<file path="config.mk">
export PLATFORM = sky130hd
export DESIGN_NAME = shim_hw_manager
export DESIGN_NICKNAME = d
export VERILOG_FILES = /design/src/logic/hw_mgr_state_pkg.sv /design/src/logic/hw_mgr_fault_pkg.sv /design/src/logic/fault_arbiter.sv /design/src/logic/power_sequencer.sv /design/src/logic/shim_hw_manager.sv
export VERILOG_INCLUDE_DIRS = /design/src /design/src/logic
export SDC_FILE = /design/constraint.sdc
export NUM_CORES = 1
export LEC_CHECK = 0
export BUFFER_PORTS_ARGS = -buffer_cell sky130_fd_sc_hd__buf_2
export CAP_MARGIN = 10
export CORE_UTILIZATION = 40
export DETAILED_ROUTE_END_ITERATION = 12
export GPL_TIMING_DRIVEN = 0
export PLACE_DENSITY = 0.63
export SLEW_MARGIN = 25
export SYNTH_ARGS = -nofsm -noshare
export SYNTH_HDL_FRONTEND = slang
export SYNTH_SLANG_ARGS = --single-unit
</file>
<file path="constraint.sdc">
create_clock -name clk -period 4.05 [get_ports clk]
set_input_delay 0.6075 -clock clk [delete_from_list [all_inputs] [get_ports clk]]
set_output_delay 0.6075 -clock clk [all_outputs]
set_load 0.02 [all_outputs]
</file>
<file path="src/logic/hw_mgr_cfg.svh">
`ifndef HW_MGR_CFG_SVH
`define HW_MGR_CFG_SVH

// Board count and phase timer width
`define HW_MGR_NUM_BOARDS 8
`define HW_MGR_TIMER_W 32

// Sequencer delays in clock cycles
// Simulation values, hardware runs at 100 MHz with ms to s delays

// Settle time before spi_off is trusted
`define HW_MGR_SPI_SETTLE 10
`define HW_MGR_SPI_RESET_WAIT 60
`define HW_MGR_SHUTDOWN_FORCE_DELAY 20
`define HW_MGR_SPI_START_WAIT 60
// Low time of n_shutdown_rst, minus one
`define HW_MGR_SHUTDOWN_RESET_PULSE 5
`define HW_MGR_SHUTDOWN_RESET_DELAY 20

`endif

</file>
<file path="src/logic/hw_mgr_state_pkg.sv">
`default_nettype none

package hw_mgr_state_pkg;

  // Sequencer states, encoding is visible to software
  typedef enum logic [3:0] {
    IDLE              = 4'd1,
    CONFIRM_SPI_RST   = 4'd2,
    POWER_ON_CTRL_BRD = 4'd3,
    CONFIRM_SPI_START = 4'd4,
    POWER_ON_AMP_BRD  = 4'd5,
    AMP_POWER_WAIT    = 4'd6,
    RUNNING           = 4'd7,
    HALTING           = 4'd8,
    HALTED            = 4'd9
  } seq_state_t;

  // Status word read by the PS
  // Board in the top bits, state in the bottom nibble
  typedef struct packed {
    logic [2:0]  board_num;   // Faulting board, 0 if none
    logic [24:0] status_code; // Cause of the last halt
    seq_state_t  state;       // Current sequencer state
  } status_word_t;

endpackage

`default_nettype wire

</file>
<file path="src/logic/hw_mgr_fault_pkg.sv">
`default_nettype none

`include "hw_mgr_cfg.svh"

package hw_mgr_fault_pkg;

  // Status codes, upper byte is the group
  typedef enum logic [24:0] {
    EMPTY              = 25'h000,
    OK                 = 25'h001,
    PS_SHUTDOWN        = 25'h002,
    // SPI subsystem
    SPI_RESET_TIMEOUT  = 25'h100,
    SPI_START_TIMEOUT  = 25'h101,
    // Configuration
    LOCK_VIOL          = 25'h200,
    SYS_EN_OOB         = 25'h201,
    CMD_BUF_RESET_OOB  = 25'h202,
    DATA_BUF_RESET_OOB = 25'h203,
    MOSI_SCK_POL_OOB   = 25'h209,
    MISO_SCK_POL_OOB   = 25'h20A,
    // Shutdown sense
    SHUTDOWN_SENSE     = 25'h300,
    EXT_SHUTDOWN       = 25'h301,
    OVER_THRESH        = 25'h400, // Integrator
    BAD_TRIG_CMD       = 25'h500, // Trigger
    // DAC channels
    DAC_BOOT_FAIL      = 25'h600,
    BAD_DAC_CMD        = 25'h601,
    // ADC channels
    ADC_BOOT_FAIL      = 25'h700,
    BAD_ADC_CMD        = 25'h701
  } status_code_t;

  // One flag per amplifier board
  typedef logic [`HW_MGR_NUM_BOARDS-1:0] board_vec_t;
  typedef logic [$clog2(`HW_MGR_NUM_BOARDS)-1:0] board_num_t;

  // Index of the lowest flagged board
  function automatic board_num_t locate_board(board_vec_t vec);
    board_num_t idx;
    idx = '0; // No board flagged
    // Walk down so the lowest set bit wins
    for (int i = `HW_MGR_NUM_BOARDS - 1; i >= 0; i--) begin
      if (vec[i]) begin
        idx = board_num_t'(i);
      end
    end
    return idx;
  endfunction

endpackage

`default_nettype wire

</file>
<file path="src/logic/fault_arbiter.sv">
`timescale 1ns/1ps
`default_nettype none

module fault_arbiter (
  input  wire                           ext_en,             // External enable, low stops
  input  wire                           lock_viol,
  input  wire                           sys_en_oob,
  input  wire                           cmd_buf_reset_oob,
  input  wire                           data_buf_reset_oob,
  input  wire                           mosi_sck_pol_oob,
  input  wire                           miso_sck_pol_oob,
  input  wire                           bad_trig_cmd,
  input  wire hw_mgr_fault_pkg::board_vec_t shutdown_sense,
  input  wire hw_mgr_fault_pkg::board_vec_t over_thresh,
  input  wire hw_mgr_fault_pkg::board_vec_t dac_boot_fail,
  input  wire hw_mgr_fault_pkg::board_vec_t adc_boot_fail,
  input  wire hw_mgr_fault_pkg::board_vec_t bad_dac_cmd,
  input  wire hw_mgr_fault_pkg::board_vec_t bad_adc_cmd,
  output logic                          ext_stop,           // Startup abort
  output logic                          prestart_fault,
  output hw_mgr_fault_pkg::status_code_t prestart_code,
  output logic                          boot_fault,
  output hw_mgr_fault_pkg::status_code_t boot_code,
  output hw_mgr_fault_pkg::board_num_t  boot_board,
  output logic                          run_fault,
  output hw_mgr_fault_pkg::status_code_t run_code,
  output hw_mgr_fault_pkg::board_num_t  run_board
);

  // Per-board vectors reduced to one flag each
  logic any_sense;
  logic any_thresh;
  logic any_dac_boot;
  logic any_adc_boot;
  logic any_dac_cmd;
  logic any_adc_cmd;

  assign any_sense    = |shutdown_sense;
  assign any_thresh   = |over_thresh;
  assign any_dac_boot = |dac_boot_fail;
  assign any_adc_boot = |adc_boot_fail;
  assign any_dac_cmd  = |bad_dac_cmd;
  assign any_adc_cmd  = |bad_adc_cmd;

  assign ext_stop = !ext_en; // Code fixed at EXT_SHUTDOWN

  // Pre-start checks, only looked at in IDLE
  always_comb begin
    prestart_fault = 1'b1;
    prestart_code  = hw_mgr_fault_pkg::EMPTY;
    if (!ext_en) prestart_code = hw_mgr_fault_pkg::EXT_SHUTDOWN;
    else if (sys_en_oob) prestart_code = hw_mgr_fault_pkg::SYS_EN_OOB;
    else if (cmd_buf_reset_oob) prestart_code = hw_mgr_fault_pkg::CMD_BUF_RESET_OOB;
    else if (data_buf_reset_oob) prestart_code = hw_mgr_fault_pkg::DATA_BUF_RESET_OOB;
    else if (mosi_sck_pol_oob) prestart_code = hw_mgr_fault_pkg::MOSI_SCK_POL_OOB;
    else if (miso_sck_pol_oob) prestart_code = hw_mgr_fault_pkg::MISO_SCK_POL_OOB;
    else prestart_fault = 1'b0;
  end

  // Channel boot failures during SPI start, DAC side first
  always_comb begin
    boot_fault = any_dac_boot || any_adc_boot;
    boot_code  = hw_mgr_fault_pkg::EMPTY;
    boot_board = '0;
    if (any_dac_boot) begin
      boot_code  = hw_mgr_fault_pkg::DAC_BOOT_FAIL;
      boot_board = hw_mgr_fault_pkg::locate_board(dac_boot_fail);
    end else if (any_adc_boot) begin
      boot_code  = hw_mgr_fault_pkg::ADC_BOOT_FAIL;
      boot_board = hw_mgr_fault_pkg::locate_board(adc_boot_fail);
    end
  end

  // Runtime chain, sys_en is ranked above this in the sequencer
  always_comb begin
    run_fault = 1'b1;
    run_code  = hw_mgr_fault_pkg::EMPTY;
    run_board = '0;
    if (lock_viol) run_code = hw_mgr_fault_pkg::LOCK_VIOL;
    else if (mosi_sck_pol_oob) run_code = hw_mgr_fault_pkg::MOSI_SCK_POL_OOB;
    else if (miso_sck_pol_oob) run_code = hw_mgr_fault_pkg::MISO_SCK_POL_OOB;
    else if (any_sense) begin
      run_code  = hw_mgr_fault_pkg::SHUTDOWN_SENSE;
      run_board = hw_mgr_fault_pkg::locate_board(shutdown_sense);
    end else if (!ext_en) run_code = hw_mgr_fault_pkg::EXT_SHUTDOWN;
    else if (any_thresh) begin
      run_code  = hw_mgr_fault_pkg::OVER_THRESH;
      run_board = hw_mgr_fault_pkg::locate_board(over_thresh);
    end else if (bad_trig_cmd) run_code = hw_mgr_fault_pkg::BAD_TRIG_CMD;
    else if (any_dac_cmd) begin
      run_code  = hw_mgr_fault_pkg::BAD_DAC_CMD;
      run_board = hw_mgr_fault_pkg::locate_board(bad_dac_cmd);
    end else if (any_adc_cmd) begin
      run_code  = hw_mgr_fault_pkg::BAD_ADC_CMD;
      run_board = hw_mgr_fault_pkg::locate_board(bad_adc_cmd);
    end else run_fault = 1'b0;

    // Every runtime cause must carry a real code
    if (run_fault) begin
      assert (run_code != hw_mgr_fault_pkg::EMPTY && run_code != hw_mgr_fault_pkg::OK)
        else $error("fault_arbiter: run_fault without a cause code");
    end
  end

endmodule

`default_nettype wire

</file>
<file path="src/logic/power_sequencer.sv">
`timescale 1ns/1ps
`default_nettype none

`include "hw_mgr_cfg.svh"

module power_sequencer #(
  parameter int SPI_SETTLE           = `HW_MGR_SPI_SETTLE,
  parameter int SPI_RESET_WAIT       = `HW_MGR_SPI_RESET_WAIT,
  parameter int SHUTDOWN_FORCE_DELAY = `HW_MGR_SHUTDOWN_FORCE_DELAY,
  parameter int SPI_START_WAIT       = `HW_MGR_SPI_START_WAIT,
  parameter int SHUTDOWN_RESET_PULSE = `HW_MGR_SHUTDOWN_RESET_PULSE,
  parameter int SHUTDOWN_RESET_DELAY = `HW_MGR_SHUTDOWN_RESET_DELAY
) (
  input  wire                            clk,
  input  wire                            aresetn,
  input  wire                            sys_en,         // Software on/off
  input  wire                            spi_off,        // SPI subsystem idle
  input  wire                            calc_n_cs_done, // n_cs timing ready
  input  wire                            ext_stop,
  input  wire                            prestart_fault,
  input  wire hw_mgr_fault_pkg::status_code_t prestart_code,
  input  wire                            boot_fault,
  input  wire hw_mgr_fault_pkg::status_code_t boot_code,
  input  wire hw_mgr_fault_pkg::board_num_t  boot_board,
  input  wire                            run_fault,
  input  wire hw_mgr_fault_pkg::status_code_t run_code,
  input  wire hw_mgr_fault_pkg::board_num_t  run_board,
  output logic                           unlock_cfg,
  output logic                           spi_clk_gate,
  output logic                           spi_en,
  output logic                           shutdown_sense_en,
  output logic                           block_bufs,
  output logic                           n_shutdown_force,
  output logic                           n_shutdown_rst,
  output logic                           ps_interrupt,
  output hw_mgr_state_pkg::status_word_t status_word
);

  hw_mgr_state_pkg::seq_state_t  state;
  logic [`HW_MGR_TIMER_W-1:0]    timer; // Cycles spent in current phase
  hw_mgr_fault_pkg::status_code_t code;
  hw_mgr_fault_pkg::board_num_t  board;

  assign status_word = {board, code, state};

  always_ff @(posedge clk) begin
    if (!aresetn) begin
      state             <= hw_mgr_state_pkg::IDLE;
      timer             <= '0;
      code              <= hw_mgr_fault_pkg::OK;
      board             <= '0;
      unlock_cfg        <= 1'b1;
      spi_clk_gate      <= 1'b0;
      spi_en            <= 1'b0;
      shutdown_sense_en <= 1'b0;
      block_bufs        <= 1'b1;
      n_shutdown_force  <= 1'b0; // Amps held off
      n_shutdown_rst    <= 1'b1;
      ps_interrupt      <= 1'b0;
    end else begin
      case (state)
        hw_mgr_state_pkg::IDLE: begin
          if (sys_en && prestart_fault) begin
            state <= hw_mgr_state_pkg::HALTING;
            code  <= prestart_code;
            board <= '0;
          end else if (sys_en) begin
            state      <= hw_mgr_state_pkg::CONFIRM_SPI_RST;
            timer      <= '0;
            unlock_cfg <= 1'b0; // Freeze config
          end
        end

        // SPI must come out of reset idle
        hw_mgr_state_pkg::CONFIRM_SPI_RST: begin
          if (ext_stop) begin
            state <= hw_mgr_state_pkg::HALTING;
            code  <= hw_mgr_fault_pkg::EXT_SHUTDOWN;
          end else if (timer >= SPI_SETTLE && spi_off && calc_n_cs_done) begin
            state            <= hw_mgr_state_pkg::POWER_ON_CTRL_BRD;
            timer            <= '0;
            n_shutdown_force <= 1'b1;
          end else if (timer >= SPI_RESET_WAIT) begin
            state <= hw_mgr_state_pkg::HALTING;
            code  <= hw_mgr_fault_pkg::SPI_RESET_TIMEOUT;
          end else begin
            timer <= timer + 1'b1;
          end
        end

        // Let the control board supplies come up
        hw_mgr_state_pkg::POWER_ON_CTRL_BRD: begin
          if (ext_stop) begin
            state <= hw_mgr_state_pkg::HALTING;
            code  <= hw_mgr_fault_pkg::EXT_SHUTDOWN;
          end else if (timer >= SHUTDOWN_FORCE_DELAY) begin
            state        <= hw_mgr_state_pkg::CONFIRM_SPI_START;
            timer        <= '0;
            spi_en       <= 1'b1;
            spi_clk_gate <= 1'b1;
          end else begin
            timer <= timer + 1'b1;
          end
        end

        // spi_off falling means the channels booted
        hw_mgr_state_pkg::CONFIRM_SPI_START: begin
          if (ext_stop) begin
            state <= hw_mgr_state_pkg::HALTING;
            code  <= hw_mgr_fault_pkg::EXT_SHUTDOWN;
          end else if (!spi_off) begin
            state          <= hw_mgr_state_pkg::POWER_ON_AMP_BRD;
            timer          <= '0;
            n_shutdown_rst <= 1'b0; // Start of reset pulse
          end else if (boot_fault) begin
            state <= hw_mgr_state_pkg::HALTING;
            code  <= boot_code;
            board <= boot_board;
          end else if (timer >= SPI_START_WAIT) begin
            state <= hw_mgr_state_pkg::HALTING;
            code  <= hw_mgr_fault_pkg::SPI_START_TIMEOUT;
          end else begin
            timer <= timer + 1'b1;
          end
        end

        hw_mgr_state_pkg::POWER_ON_AMP_BRD: begin
          if (ext_stop) begin
            state <= hw_mgr_state_pkg::HALTING;
            code  <= hw_mgr_fault_pkg::EXT_SHUTDOWN;
          end else if (timer >= SHUTDOWN_RESET_PULSE) begin
            state          <= hw_mgr_state_pkg::AMP_POWER_WAIT;
            timer          <= '0;
            n_shutdown_rst <= 1'b1;
          end else begin
            timer <= timer + 1'b1;
          end
        end

        // Power stage settling before buffers open
        hw_mgr_state_pkg::AMP_POWER_WAIT: begin
          if (ext_stop) begin
            state <= hw_mgr_state_pkg::HALTING;
            code  <= hw_mgr_fault_pkg::EXT_SHUTDOWN;
          end else if (timer >= SHUTDOWN_RESET_DELAY) begin
            state             <= hw_mgr_state_pkg::RUNNING;
            timer             <= '0;
            shutdown_sense_en <= 1'b1;
            block_bufs        <= 1'b0;
            ps_interrupt      <= 1'b1; // Tell the PS we are up
          end else begin
            timer <= timer + 1'b1;
          end
        end

        hw_mgr_state_pkg::RUNNING: begin
          if (ps_interrupt) begin
            ps_interrupt <= 1'b0; // Faults watched from next cycle
          end else if (!sys_en || run_fault) begin
            state      <= hw_mgr_state_pkg::HALTING;
            block_bufs <= 1'b1; // Stop traffic at once
            code       <= sys_en ? run_code : hw_mgr_fault_pkg::PS_SHUTDOWN;
            board      <= sys_en ? run_board : '0;
          end
        end

        // Drop every control back to its safe level
        hw_mgr_state_pkg::HALTING: begin
          state             <= hw_mgr_state_pkg::HALTED;
          timer             <= '0;
          unlock_cfg        <= 1'b1;
          spi_clk_gate      <= 1'b0;
          spi_en            <= 1'b0;
          shutdown_sense_en <= 1'b0;
          block_bufs        <= 1'b1;
          n_shutdown_force  <= 1'b0;
          n_shutdown_rst    <= 1'b1;
          ps_interrupt      <= 1'b1;
        end

        hw_mgr_state_pkg::HALTED: begin
          ps_interrupt <= 1'b0;
          if (!sys_en) begin
            state      <= hw_mgr_state_pkg::IDLE;
            code       <= hw_mgr_fault_pkg::OK;
            board      <= '0;
            unlock_cfg <= 1'b1;
          end
        end

        // Illegal encoding, park in HALTED with an empty code
        default: begin
          state             <= hw_mgr_state_pkg::HALTED;
          timer             <= '0;
          code              <= hw_mgr_fault_pkg::EMPTY;
          board             <= '0;
          unlock_cfg        <= 1'b1;
          spi_clk_gate      <= 1'b0;
          spi_en            <= 1'b0;
          shutdown_sense_en <= 1'b0;
          block_bufs        <= 1'b1;
          n_shutdown_force  <= 1'b0;
          n_shutdown_rst    <= 1'b1;
          ps_interrupt      <= 1'b1;
        end
      endcase
    end
  end

  // Interrupt is always a single-cycle pulse
  assert property (@(posedge clk) disable iff (!aresetn) ps_interrupt |=> !ps_interrupt);

  // SPI never runs while the shutdown force is applied
  assert property (@(posedge clk) disable iff (!aresetn) spi_en |-> n_shutdown_force);

  // Buffers open only while running
  assert property (@(posedge clk) disable iff (!aresetn)
    !block_bufs |-> state == hw_mgr_state_pkg::RUNNING);

endmodule

`default_nettype wire

</file>
<file path="src/logic/shim_hw_manager.sv">
`timescale 1ns/1ps
`default_nettype none

module shim_hw_manager (
  input  wire                            clk,
  input  wire                            aresetn,
  input  wire                            sys_en,
  input  wire                            ext_en,
  input  wire                            spi_off,
  input  wire                            calc_n_cs_done,
  input  wire                            lock_viol,
  input  wire                            sys_en_oob,
  input  wire                            cmd_buf_reset_oob,
  input  wire                            data_buf_reset_oob,
  input  wire                            mosi_sck_pol_oob,
  input  wire                            miso_sck_pol_oob,
  input  wire                            bad_trig_cmd,
  input  wire hw_mgr_fault_pkg::board_vec_t shutdown_sense,
  input  wire hw_mgr_fault_pkg::board_vec_t over_thresh,
  input  wire hw_mgr_fault_pkg::board_vec_t dac_boot_fail,
  input  wire hw_mgr_fault_pkg::board_vec_t adc_boot_fail,
  input  wire hw_mgr_fault_pkg::board_vec_t bad_dac_cmd,
  input  wire hw_mgr_fault_pkg::board_vec_t bad_adc_cmd,
  output logic                           unlock_cfg,
  output logic                           spi_clk_gate,
  output logic                           spi_en,
  output logic                           shutdown_sense_en,
  output logic                           block_bufs,
  output logic                           n_shutdown_force,
  output logic                           n_shutdown_rst,
  output logic                           ps_interrupt,
  output hw_mgr_state_pkg::status_word_t status_word
);

  // Arbiter verdicts, combinational
  logic                           ext_stop;
  logic                           prestart_fault;
  hw_mgr_fault_pkg::status_code_t prestart_code;
  logic                           boot_fault;
  hw_mgr_fault_pkg::status_code_t boot_code;
  hw_mgr_fault_pkg::board_num_t   boot_board;
  logic                           run_fault;
  hw_mgr_fault_pkg::status_code_t run_code;
  hw_mgr_fault_pkg::board_num_t   run_board;

  fault_arbiter fault_arbiter_i (
    .ext_en, .lock_viol, .sys_en_oob, .cmd_buf_reset_oob, .data_buf_reset_oob,
    .mosi_sck_pol_oob, .miso_sck_pol_oob, .bad_trig_cmd,
    .shutdown_sense, .over_thresh, .dac_boot_fail, .adc_boot_fail,
    .bad_dac_cmd, .bad_adc_cmd,
    .ext_stop, .prestart_fault, .prestart_code,
    .boot_fault, .boot_code, .boot_board,
    .run_fault, .run_code, .run_board
  );

  // Delays come from the config header defaults
  power_sequencer power_sequencer_i (
    .clk, .aresetn, .sys_en, .spi_off, .calc_n_cs_done,
    .ext_stop, .prestart_fault, .prestart_code,
    .boot_fault, .boot_code, .boot_board,
    .run_fault, .run_code, .run_board,
    .unlock_cfg, .spi_clk_gate, .spi_en, .shutdown_sense_en, .block_bufs,
    .n_shutdown_force, .n_shutdown_rst, .ps_interrupt, .status_word
  );

endmodule

`default_nettype wire

</file>
==> run_results.csv <==
group,metric,value,unit
sta,slew_headroom,44.7,%
pwr,cellLeakagePower,1.72,nW
routing,detail_route.first_pass.iterations,5,
routing,drt.antenna.violating_nets,0,
sta,worst-slew-pin-transition,824,ps
setup_path,critPathArrivalTime,3070,ps
routing,detail_route.wirelength,10200,um
sta,rsz0062_at_grt,"false",
sta,setup_viol,0,
sta,timing_hold_violations_final,0,
logic_synthesis,post_synth.cell_area_avg,7.62,um^2
setup_path,length_in_cells_of_the_worst_reg_to_reg_path,7,
cts,cts_hold_buf,0,
pwr,power.density,443,nW/um^2
sta,achievable-frequency,350,MHz
worst_hold_path,min_to,"power_sequencer_i.timer[13]",
cts,root_buffer,"sky130_fd_sc_hd__clkbuf_8",
floorplanning,floorplan.rows,33,
floorplanning,chipWidth,94.9,um
sta,setup_slack,1190,ps
run_status,outcome,"finished clean",
final_layout,drive_gt1_share,22.4,%
sta,layout_min_cycle_time,2860,ps
logic_synthesis,postSynth.asyncResetShare,0,%
routing,via_per_inst,5.59,
final_layout,final_core_utilization,50.1,%
global_routing,grt_first_pass_wirelength,15900,um
cts,numCtsBuffers,5,
setup_path,reg2reg_slack,1190,ps
global_routing,global_route.overflow_total,0,
cts,ctsResizeCount,0,
logic_synthesis,synthCells,453,
setup_path,timing.rr.start,"power_sequencer_i.state[2]",
routing,remaining_drc_errors,0,
logic_synthesis,synth-seq-cells,52,
sta,slew_viol_final,0,
sta,setup_tns,0,ps
floorplanning,ios,101,
sta,layout_worst_path_cycle_share,70.5,%
cts,worstSkewPairLatency,320,ps
logic_synthesis,yosysWarnings,0,
setup_path,worst-endpoint-required,4260,ps
global_routing,pin_count_of_the_biggest_net_entering_global_routing,20,
cts,ctsLongestPathBuffers,2,
pwr,peakVddDrop,231,uV
setup_path,startpoint_type,"flop",
logic_synthesis,synth_largest_area_cell,"sky130_fd_sc_hd__dfxtp_1",
logic_synthesis,dominant_register_cell_in_the_synthesized_netlist,"sky130_fd_sc_hd__dfxtp_1",
cts,tritoncts_clock_tree,"done",
cts,tritoncts_sinks,52,
place,preCtsSetupSlack,1090,ps
global_routing,grt_antenna_before_repair,0,
routing,dr.first_iter.drc_count,236,
job,cap_viol_max_count,0,
cts,clock_pin_slew_on_the_worst_setup_and_hold_paths,110,ps
logic_synthesis,synthTopCellsByArea,"sky130_fd_sc_hd__dfxtp_1 30%, sky130_fd_sc_hd__and2_1 5.4%, sky130_fd_sc_hd__a21oi_1 4.9%, sky130_fd_sc_hd__buf_4 4.3%, sky130_fd_sc_hd__nor2_1 4.0%",
place,detailed_placement_wirelength_estimate,7820,um
place,port_buffers,80,
place,rd_place_congestion,0.899,
cts,h-tree-depth,2,
floorplanning,design.die.area,9010,um^2
final_layout,antenna_cells,0,
worst_hold_path,min-delay-path-class,"flop to flop",
setup_path,crit_chain,"clkbuf_1, or3b_2, clkbuf_1, nor3_1, a211oi_1, nand2_1, a221o_1",
logic_synthesis,synth_largest_type_area_fraction,30.1,%
setup_path,regToRegEndpoint,"power_sequencer_i.state[0]",
setup_path,worst-setup-path-type,"flop to flop",
global_routing,number_of_global_route_vias_before_repair,3250,
sta,finalClockSkew,4.60,ps
final_layout,syn_to_final_growth,20.4,%
setup_path,max_stage_delay,710,ps
setup_path,timing.critical_path.mode_cell,"sky130_fd_sc_hd__clkbuf_1",
logic_synthesis,synthesis.area,3450,um^2
logic_synthesis,synth_edf_count,0,
pwr,power,1.84,mW
setup_path,critical_path_peak_fanout,10,
logic_synthesis,cell_variety_after_synth,71,
final_layout,fillers,817,
routing,detailroute.via_count,3710,
floorplanning,starting_utilization_of_the_core_area,41.6,%
setup_path,end_kind,"flop",
worst_hold_path,holdCritStartpoint,"power_sequencer_i.timer[13]",
setup_path,worst_path_cell_with_the_longest_stage_delay,"sky130_fd_sc_hd__a211oi_1",
final_layout,design.final.nets,623,
setup_path,cp_top_family,"compound AO/OA/AOI/OAI gates",
floorplanning,dieHeight,94.9,um
global_routing,grt_use_total,22.6,%
cts,post_cts_setup_repair_buffer_count,0,
floorplanning,core_area,8300,um^2
worst_hold_path,timing.hold.worst_path_depth,1,
setup_path,critPathBufInv,2,
routing,routedWlPerCell,15.3,um
logic_synthesis,ys_seq_area_share,30.1,%
## power by group
group | internal (mW) | switching [mW]
registers | 0.572 | 0.0432
clock network | 0.131 | 0.202
logic | 0.315 | 0.580
## how the worst max path moves through the flow
stage                                    start                          end  slack, ps  cells after the start
global route        power_sequencer_i.state[0]  power_sequencer_i.timer[15]       1020                      7
global placement    power_sequencer_i.state[1]  power_sequencer_i.timer[19]        960                      7
detailed placement              bad_dac_cmd[1]    power_sequencer_i.code[0]       1090                      7
finish              power_sequencer_i.state[2]   power_sequencer_i.state[0]       1190                      7
CTS                 power_sequencer_i.state[2]   power_sequencer_i.state[0]       1310                      7
floorplan                       over_thresh[1]    power_sequencer_i.code[0]       1420                      6
## placed cells by master (no fill, tap or decap), types with 4 or more instances in the layout
master,n
sky130_fd_sc_hd__a31oi_1,5
sky130_fd_sc_hd__buf_2,82
sky130_fd_sc_hd__and2_1,30
sky130_fd_sc_hd__nand2b_1,9
sky130_fd_sc_hd__ha_1,4
sky130_fd_sc_hd__a2111oi_0,4
sky130_fd_sc_hd__conb_1,19
sky130_fd_sc_hd__nand4b_1,5
sky130_fd_sc_hd__nand3_1,11
sky130_fd_sc_hd__buf_4,20
sky130_fd_sc_hd__dfxtp_1,52
sky130_fd_sc_hd__nand4_1,4
sky130_fd_sc_hd__or4_1,5
sky130_fd_sc_hd__o21ai_0,25
sky130_fd_sc_hd__clkbuf_1,19
sky130_fd_sc_hd__a211oi_1,6
sky130_fd_sc_hd__nor4_1,17
sky130_fd_sc_hd__nor3_1,23
sky130_fd_sc_hd__nor2_1,37
sky130_fd_sc_hd__nand2_1,29
sky130_fd_sc_hd__a21oi_1,34
sky130_fd_sc_hd__inv_1,18
sky130_fd_sc_hd__o31a_1,5
sky130_fd_sc_hd__clkbuf_8,5
sky130_fd_sc_hd__nor2b_1,9
sky130_fd_sc_hd__and3_1,4
sky130_fd_sc_hd__o31ai_1,5
## synthesized netlist by cell type (9+ instances only)
cell	n
sky130_fd_sc_hd__dfxtp_1	52
sky130_fd_sc_hd__nor2_1	37
sky130_fd_sc_hd__a21oi_1	34
sky130_fd_sc_hd__and2_1	30
sky130_fd_sc_hd__nand2_1	29
sky130_fd_sc_hd__o21ai_0	25
sky130_fd_sc_hd__nor3_1	23
sky130_fd_sc_hd__buf_4	20
sky130_fd_sc_hd__clkbuf_1	19
sky130_fd_sc_hd__inv_1	18
sky130_fd_sc_hd__nor4_1	17
sky130_fd_sc_hd__nand3_1	11
sky130_fd_sc_hd__nand2b_1	9
sky130_fd_sc_hd__nor2b_1	9
## through the flow
| stage | instances | hold WS [ps] | instance area (um^2) |
|---|---|---|---|
| floorplan | 471 | 430 | 3520 |
| global placement | 656 | 442 | 4050 |
| detailed placement | 656 | 444 | 4060 |
| CTS | 664 | 474 | 4160 |
| global route | 664 | 487 | 4160 |
| finish | 664 | 470 | 4160 |
## layout make-up
cell class | instances | area (um^2) | area share, %
buffer | 42 | 235 | 5.66
sequential | 52 | 1040 | 25.0
clock inverter | 3 | 28.8 | 0.692
clock buffer | 5 | 68.8 | 1.66
timing repair buffer | 80 | 400 | 9.63
inverter | 19 | 71.3 | 1.72
multi-input combinational | 358 | 2180 | 52.4
tap | 105 | 131 | 3.16
## metal layers
| layer | global-route usage [%] | wire, um | share of wire [%] | vias to the layer above |
|---|---|---|---|---|
| met5 | 0 | 0 | 0 | - |
| met4 | 7.20 | 182 | 1.8 | 0 |
| met3 | 3.54 | 701 | 6.9 | 21 |
| met2 | 36.4 | 4530 | 45 | 148 |
| met1 | 30.9 | 4750 | 47 | 1687 |
| li1 | - | - | - | 1854 |
## logic make-up after synthesis
| logic type | after synthesis | synth area share, % |
|---|---|---|
| AO/OA/AOI/OAI | 124 | 24.8 |
| XOR/XNOR | 2 | 0.507 |
| adder cells (fa/ha/maj) | 4 | 1.45 |
| buffers and inverters | 61 | 8.88 |
| flip-flops | 52 | 30.1 |
| multiplexers | 3 | 1.01 |
| other | 1 | 0.109 |
| AND/OR/NAND/NOR | 206 | 33.1 |
## worst register-to-register path, cell delays in order (launching register included)
cell	delay [ps]
sky130_fd_sc_hd__dfxtp_1	400
sky130_fd_sc_hd__clkbuf_1	380
sky130_fd_sc_hd__or3b_2	200
sky130_fd_sc_hd__clkbuf_1	320
sky130_fd_sc_hd__nor3_1	120
sky130_fd_sc_hd__a211oi_1	710
sky130_fd_sc_hd__nand2_1	250
sky130_fd_sc_hd__a221o_1	390
## flip-flops by register name, summed over array words and instances (netlist names), 3 cells and up
name and cells:
power_sequencer_i.code 6, power_sequencer_i.state 4, power_sequencer_i.timer 32, power_sequencer_i.board 3
(Power assumes the default switching activity.)
